`src/mem_test_pkg.sv`:
```
`default_nettype none

package mem_test_pkg;

  // Sizes shared by every block.
  localparam int ID_W   = 2;
  localparam int ADDR_W = 8;
  localparam int DATA_W = 32;

  typedef enum logic {
    OP_LOAD  = 1'b0,
    OP_STORE = 1'b1
  } mem_op_e;

  // Request toward the bank.
  typedef struct packed {
    mem_op_e            op;
    logic [ID_W-1:0]    src_id;
    logic [ADDR_W-1:0]  addr;
    logic [DATA_W-1:0]  data;
  } mem_req_s;

  // Load reply from the bank.
  typedef struct packed {
    logic [ID_W-1:0]    src_id;
    logic [DATA_W-1:0]  data;
  } mem_resp_s;

  // External start command.
  typedef struct packed {
    logic [ID_W-1:0]    target;
    logic [DATA_W-1:0]  base;
  } test_cmd_s;

endpackage

`default_nettype wire
```
`src/mem_test_master.sv`:
```
`timescale 1ns/10ps
`default_nettype none

module mem_test_master #(
  parameter int NUM_WORDS = 16,
  parameter int MASTER_ID = 0
) (
  input  logic                              clk_i,
  input  logic                              reset_i,
  input  logic                              start_i,
  input  logic [mem_test_pkg::DATA_W-1:0]   base_i,
  output logic                              busy_o,
  output logic                              req_valid_o,
  output mem_test_pkg::mem_req_s            req_o,
  input  logic                              req_ready_i,
  input  logic                              resp_valid_i,
  input  mem_test_pkg::mem_resp_s           resp_i,
  output logic                              resp_ready_o,
  output logic                              done_o,
  output logic [7:0]                        mismatch_o,
  output logic [mem_test_pkg::DATA_W-1:0]   checksum_o
);

  localparam int CNT_W = (NUM_WORDS > 1) ? $clog2(NUM_WORDS) : 1;
  localparam int OFS_W = mem_test_pkg::ADDR_W - mem_test_pkg::ID_W;
  localparam logic [CNT_W-1:0] LAST = CNT_W'(NUM_WORDS - 1);

  typedef enum logic [1:0] {
    SEND_IDLE,
    SEND_STORE,
    SEND_LOAD
  } send_state_e;

  typedef enum logic {
    RECV_IDLE,
    RECV_DATA
  } recv_state_e;

  send_state_e send_state_r, send_state_n;
  recv_state_e recv_state_r, recv_state_n;
  logic [CNT_W-1:0] send_cnt_r, send_cnt_n;
  logic [CNT_W-1:0] recv_cnt_r, recv_cnt_n;

  logic [mem_test_pkg::DATA_W-1:0] base_r;
  logic [mem_test_pkg::DATA_W-1:0] expect_data;
  logic [mem_test_pkg::DATA_W-1:0] checksum_r;
  logic [7:0]                      mismatch_r;
  logic                            done_r;
  logic                            resp_take;

  // ~~~~~~~~~~~~~~~~~~~~~~~~~~~~~~~~~~~~~~~~
  // Sender.
  // ~~~~~~~~~~~~~~~~~~~~~~~~~~~~~~~~~~~~~~~~
  always_comb begin
    send_state_n = send_state_r;
    send_cnt_n   = send_cnt_r;
    req_valid_o  = 1'b0;
    req_o.op     = mem_test_pkg::OP_LOAD;
    req_o.src_id = mem_test_pkg::ID_W'(MASTER_ID);
    req_o.addr   = {mem_test_pkg::ID_W'(MASTER_ID), OFS_W'(send_cnt_r)};
    req_o.data   = base_r + mem_test_pkg::DATA_W'(send_cnt_r);
    case (send_state_r)
      SEND_STORE: begin
        req_valid_o = 1'b1;
        req_o.op    = mem_test_pkg::OP_STORE;
        if (req_ready_i) begin
          send_cnt_n   = (send_cnt_r == LAST) ? '0 : send_cnt_r + 1'b1;
          send_state_n = (send_cnt_r == LAST) ? SEND_LOAD : SEND_STORE;
        end
      end
      SEND_LOAD: begin
        req_valid_o = 1'b1;
        if (req_ready_i) begin
          send_cnt_n   = (send_cnt_r == LAST) ? '0 : send_cnt_r + 1'b1;
          send_state_n = (send_cnt_r == LAST) ? SEND_IDLE : SEND_LOAD;
        end
      end
      default: begin
        if (start_i) begin
          send_cnt_n   = '0;
          send_state_n = SEND_STORE;
        end
      end
    endcase
  end

  // ~~~~~~~~~~~~~~~~~~~~~~~~~~~~~~~~~~~~~~~~
  // Receiver.
  // ~~~~~~~~~~~~~~~~~~~~~~~~~~~~~~~~~~~~~~~~
  assign resp_ready_o = 1'b1;
  assign resp_take    = resp_valid_i && (recv_state_r == RECV_DATA);
  assign expect_data  = base_r + mem_test_pkg::DATA_W'(recv_cnt_r);

  always_comb begin
    recv_state_n = recv_state_r;
    recv_cnt_n   = recv_cnt_r;
    if (recv_state_r == RECV_IDLE) begin
      if (start_i) begin
        recv_cnt_n   = '0;
        recv_state_n = RECV_DATA;
      end
    end else if (resp_take) begin
      recv_cnt_n   = (recv_cnt_r == LAST) ? '0 : recv_cnt_r + 1'b1;
      recv_state_n = (recv_cnt_r == LAST) ? RECV_IDLE : RECV_DATA;
    end
  end

  always_ff @(posedge clk_i) begin
    if (reset_i) begin
      send_state_r <= SEND_IDLE;
      recv_state_r <= RECV_IDLE;
      send_cnt_r   <= '0;
      recv_cnt_r   <= '0;
      done_r       <= 1'b0;
      mismatch_r   <= '0;
      checksum_r   <= '0;
    end else begin
      send_state_r <= send_state_n;
      recv_state_r <= recv_state_n;
      send_cnt_r   <= send_cnt_n;
      recv_cnt_r   <= recv_cnt_n;
      if (start_i) begin
        done_r     <= 1'b0;
        mismatch_r <= '0;
        checksum_r <= '0;
      end else if (resp_take) begin
        checksum_r <= checksum_r + resp_i.data;
        if (resp_i.data != expect_data) mismatch_r <= mismatch_r + 1'b1;
        if (recv_cnt_r == LAST) done_r <= 1'b1;
      end
    end
  end

  always_ff @(posedge clk_i) begin
    if (start_i) base_r <= base_i;
  end

  assign busy_o     = (send_state_r != SEND_IDLE) || (recv_state_r != RECV_IDLE);
  assign done_o     = done_r;
  assign mismatch_o = mismatch_r;
  assign checksum_o = checksum_r;

  // Replies only while receiving, and only our own.
  a_resp_expected: assert property (@(posedge clk_i) disable iff (reset_i)
    resp_valid_i |-> (recv_state_r == RECV_DATA) &&
                     (resp_i.src_id == mem_test_pkg::ID_W'(MASTER_ID)));

endmodule

`default_nettype wire

```
`config.mk`:
```
export PLATFORM = sky130hd
export DESIGN_NAME = mem_test_master
export DESIGN_NICKNAME = d
export VERILOG_FILES = /design/src/mem_test_pkg.sv /design/src/mem_test_master.sv
export SDC_FILE = /design/constraint.sdc
export NUM_CORES = 1
export LEC_CHECK = 0
export BUFFER_PORTS_ARGS = -buffer_cell sky130_fd_sc_hd__buf_2
export CAP_MARGIN = 20
export CORE_MARGIN = 3
export CORE_UTILIZATION = 49
export DETAILED_ROUTE_END_ITERATION = 6
export PLACE_DENSITY = 0.87
export RECOVER_POWER = 50
export SLEW_MARGIN = 25
export SYNTH_ARGS = -nofsm -noshare
export SYNTH_HDL_FRONTEND = slang
export SYNTH_SLANG_ARGS = --single-unit
```
`constraint.sdc`:
```
create_clock -name clk_i -period 3.2 [get_ports clk_i]
set_input_delay 0.16 -clock clk_i [delete_from_list [all_inputs] [get_ports clk_i]]
set_output_delay 0.16 -clock clk_i [all_outputs]
set_load 0.01 [all_outputs]
```
==> results.md <==
- Status: complete, but fails checks
- Failing checks: max-capacitance violations, max-slew violations
- Most frequent cell after synthesis: nand2_1
- Sw frac: 31.2%
- Worst R2R Start: base_r[0]$_DFFE_PP_
- Syn Inst Count: 802
- RSZ-0062 raised after global routing: yes
- FF-to-FF path depth: 13
- Setup slack, reg-to-reg: 130 ps
- Psw: 0.941 mW
- Worst vdd ir: 407 uV
- 1st-iter DRT viols: 535
- Clock Skew: 5.51 ps
- Worst Path Required: 3470 ps
- Crit Path Class: register to register
- Worst-skew pair later-pin latency: 350 ps
- Number of port buffers: 148
- Startpoint types: register
- Final Wtd Congestion: 0.944
- Cells taking the most area after synthesis: dfxtp_1 15%, edfxtp_1 14%, ha_1 8.4%
- Synth area leader: dfxtp_1
- Hold_sp: req_ready_i
- Antenna Nets Post-Route: 0
- Routed length per instance: around 17 microns
- Antenna violations before repair: 1
- Total GRT Usage: 26.5%
- Top-area cell type share of the netlist area: 15.5%
- Fin Hold WS: 176 ps
- Share of cells above drive strength 1: between 15 and 20%
- Met1 Use GR: 33.6%
- Final std cells w/o fill: 1164
- Total power: 3.02 mW
- Fin area: 8270 sq um
- Row count: 42
- Core Util, Final: 62.0%
- Vias in the first global route: 6221
- Worst Hold Depth: 3
- Asr flop ratio synth: 0%
- Setup TNS: 0 ps
- CP Capture Type: register
- H-tree levels: 3
- Min-Delay Endpoint: send_cnt_r[1]$_SDFFE_PP0P_
- CTS tree: done
- Pwr per Cell Area: 365 nW/um^2
- Total grt overflow: 0
- HPWL after detailed placement: 14.8 mm
- Nets: 1102
- Clock Power Share: a little over a third
- Initial Util: 50.3%
- First-pass DRT Iterations: 5
- Reg-to-reg endpoint: mismatch_o[5]$_SDFFE_PP0P_
- Met2 Use GR: 43.4%
- Max Freq: 326 MHz
- Internal Pwr Total: slightly above 2 mW
- Die ar.: 15200 sq um
- IO Count: ~160
- Area grow syn2layout: 23.1%
- Post-synth EDFFs: 32
- Clk sinks: 84
- Syn. warnings: 0
- Reg clk slew, reported paths: 70 ps
- Filler cell count: 1136
- Slew Limit Fails: 50
- Final setup fails: 0
- CP arrival: 3340 ps
- Worst slew pin tran: 2500 ps
- Min cycle time layout: 3070 ps
- Vias per inst: slightly below 6
- Worst-case clock buffer depth: 2
- GRT busiest layer: met2
- Placed Cells: 1114
- Post-DP Area: between 7000 and 8000 sq um
- Sequential power share: 41.0%
- Synth cell count leaders: 106 x nand2_1, 73 x a21oi_1, 61 x nor2_1
- CTS buffer count: 9
- Register bit total from synthesis: 84
- Syn Area/Cell: 8.38 sq um
- Global-route wire length before repair: 31.6 mm
- Slack of the critical path: 134 ps
- DRC violations left: 0
- Pre-CTS setup slack: -236 ps
- Final period util: between 90% and 100%
- Cell variety after synth: 76
- Final WL: 20.3 mm
- Die width: approximately 120 microns
- HP Class: input pin to register
- Pin count of the biggest net entering global routing: 50
- Core area: 13300 sq um
- Max-cap viol count: 1
- Number of diodes: 0
- Root Driver: clkbuf_16
- Crit-path max FO: 7
- Comb power frac: 22.6%
- Sequential element share of the synthesized area: 29.8%
- Slew headroom: -66.6%
- Lkg Pwr: 3.46 nW
- Ys flop type: dfxtp_1
- Hold Vio Cnt, Final: 0
- Cell Area, Synth: 6720 sq um
- Vias: 6751
- Die H: 123 microns
- Met3 Track Usage GR: 7.87%
[final cells by class]
class / count / area (sq um) / area share, %
clock buffer: 9 / 225 / 2.72
tap: 176 / 220 / 2.66
sequential: 84 / 2000 / 24.2
clock inverter: 7 / 81.3 / 0.983
timing repair buffer: 210 / 1250 / 15.1
multi-input combinational: 658 / 4420 / 53.4
inverter: 20 / 75.1 / 0.908
[flip-flops by register name (all words and copies together) (netlist names)]
name,count
send_cnt_r,4
send_state_r,2
recv_cnt_r,4
recv_state_r,1
base_r,32
done_o,1
mismatch_o,8
checksum_o,32
[worst max-delay path, stage by stage, from the launching register on]
cell	delay [ps]
edfxtp_1	370
ha_2	210
fa_2	200
a21o_1	180
a21oi_4	110
buf_4	160
or4_1	400
a211o_2	350
a21oi_2	120
nand4_1	130
a2111oi_4	250
buf_6	190
a21oi_1	100
mux2i_1	200
[cells in the final DEF (no fill, tap or decap), types with 6 or more instances in the layout]
| cell | n |
|---|---|
| clkbuf_16 | 9 |
| clkbuf_1 | 36 |
| or3_2 | 6 |
| a21oi_1 | 71 |
| o211ai_1 | 6 |
| edfxtp_1 | 32 |
| buf_4 | 28 |
| xor2_1 | 42 |
| nor3_1 | 15 |
| nor4_1 | 6 |
| xnor2_1 | 49 |
| a21o_1 | 14 |
| nand2_1 | 106 |
| mux2i_1 | 15 |
| a31oi_1 | 8 |
| conb_1 | 7 |
| a211oi_1 | 10 |
| nand3_1 | 25 |
| buf_2 | 112 |
| nor2_1 | 60 |
| nand2b_1 | 7 |
| inv_1 | 20 |
| o31ai_1 | 6 |
| nand4_1 | 21 |
| dlygate4sd3_1 | 32 |
| o21ai_0 | 32 |
| dfxtp_1 | 52 |
| ha_1 | 44 |
[worst max path at each step]
stage                          startpoint                          to  slack, ps  cells past startpoint
2_1_floorplan         base_r[0]$_DFFE_PP_  mismatch_o[2]$_SDFFE_PP0P_        160                     12
3_3_place_gp          base_r[0]$_DFFE_PP_  mismatch_o[6]$_SDFFE_PP0P_       -110                     12
3_5_place_dp          base_r[0]$_DFFE_PP_  mismatch_o[5]$_SDFFE_PP0P_       -240                     12
4_1_cts               base_r[0]$_DFFE_PP_  mismatch_o[5]$_SDFFE_PP0P_         10                     12
5_1_grt        send_cnt_r[0]$_SDFFE_PP0P_                   req_o[20]        -20                     12
6_report              base_r[0]$_DFFE_PP_  mismatch_o[5]$_SDFFE_PP0P_        130                     13
[layer usage]
layer  up-vias  wire length, microns  part of all wire, %
li1       3245                     -                    -
met2       336                  9450                   47
met5         -                     7                0.035
met1      3116                  8180                   40
met3        52                  1970                  9.7
met4         2                   646                  3.2
[power by group through the flow]
stage | clock [mW] | sequential (mW) | combinational [mW]
2_1_floorplan | 0 | 1.23 | 0.435
3_3_place_gp | 0 | 1.25 | 0.614
3_5_place_dp | 0 | 1.26 | 0.628
4_1_cts | 1.11 | 1.23 | 0.663
5_1_grt | 1.15 | 1.24 | 0.743
6_report | 1.10 | 1.24 | 0.681
[cell families (layout without fill, tap and decap cells)]
| kind of cell | Yosys count | count (layout) | share of synthesized area [%] |
|---|---|---|---|
| multiplexers | 15 | 15 | 2.23 |
| buffers and inverters | 65 | 246 | 5.42 |
| AO/OA/AOI/OAI | 191 | 191 | 18.0 |
| AND/OR/NAND/NOR | 306 | 306 | 23.3 |
| flip-flops | 84 | 84 | 29.8 |
| XOR/XNOR | 91 | 91 | 11.9 |
| adder cells (fa/ha/maj) | 48 | 48 | 9.27 |
| other | 2 | 7 | 0.112 |
[what timing repair did]
action                                  4_1_cts  5_1_grt
pin swaps                                     1       10
hold buffers                                 31        1
buffers inserted                              0        2
resized for setup                             3       12
endpoints found under the hold margin        31        1
endpoints found under the setup margin        8       13
Note: power is estimated with default switching activity, not from simulation.
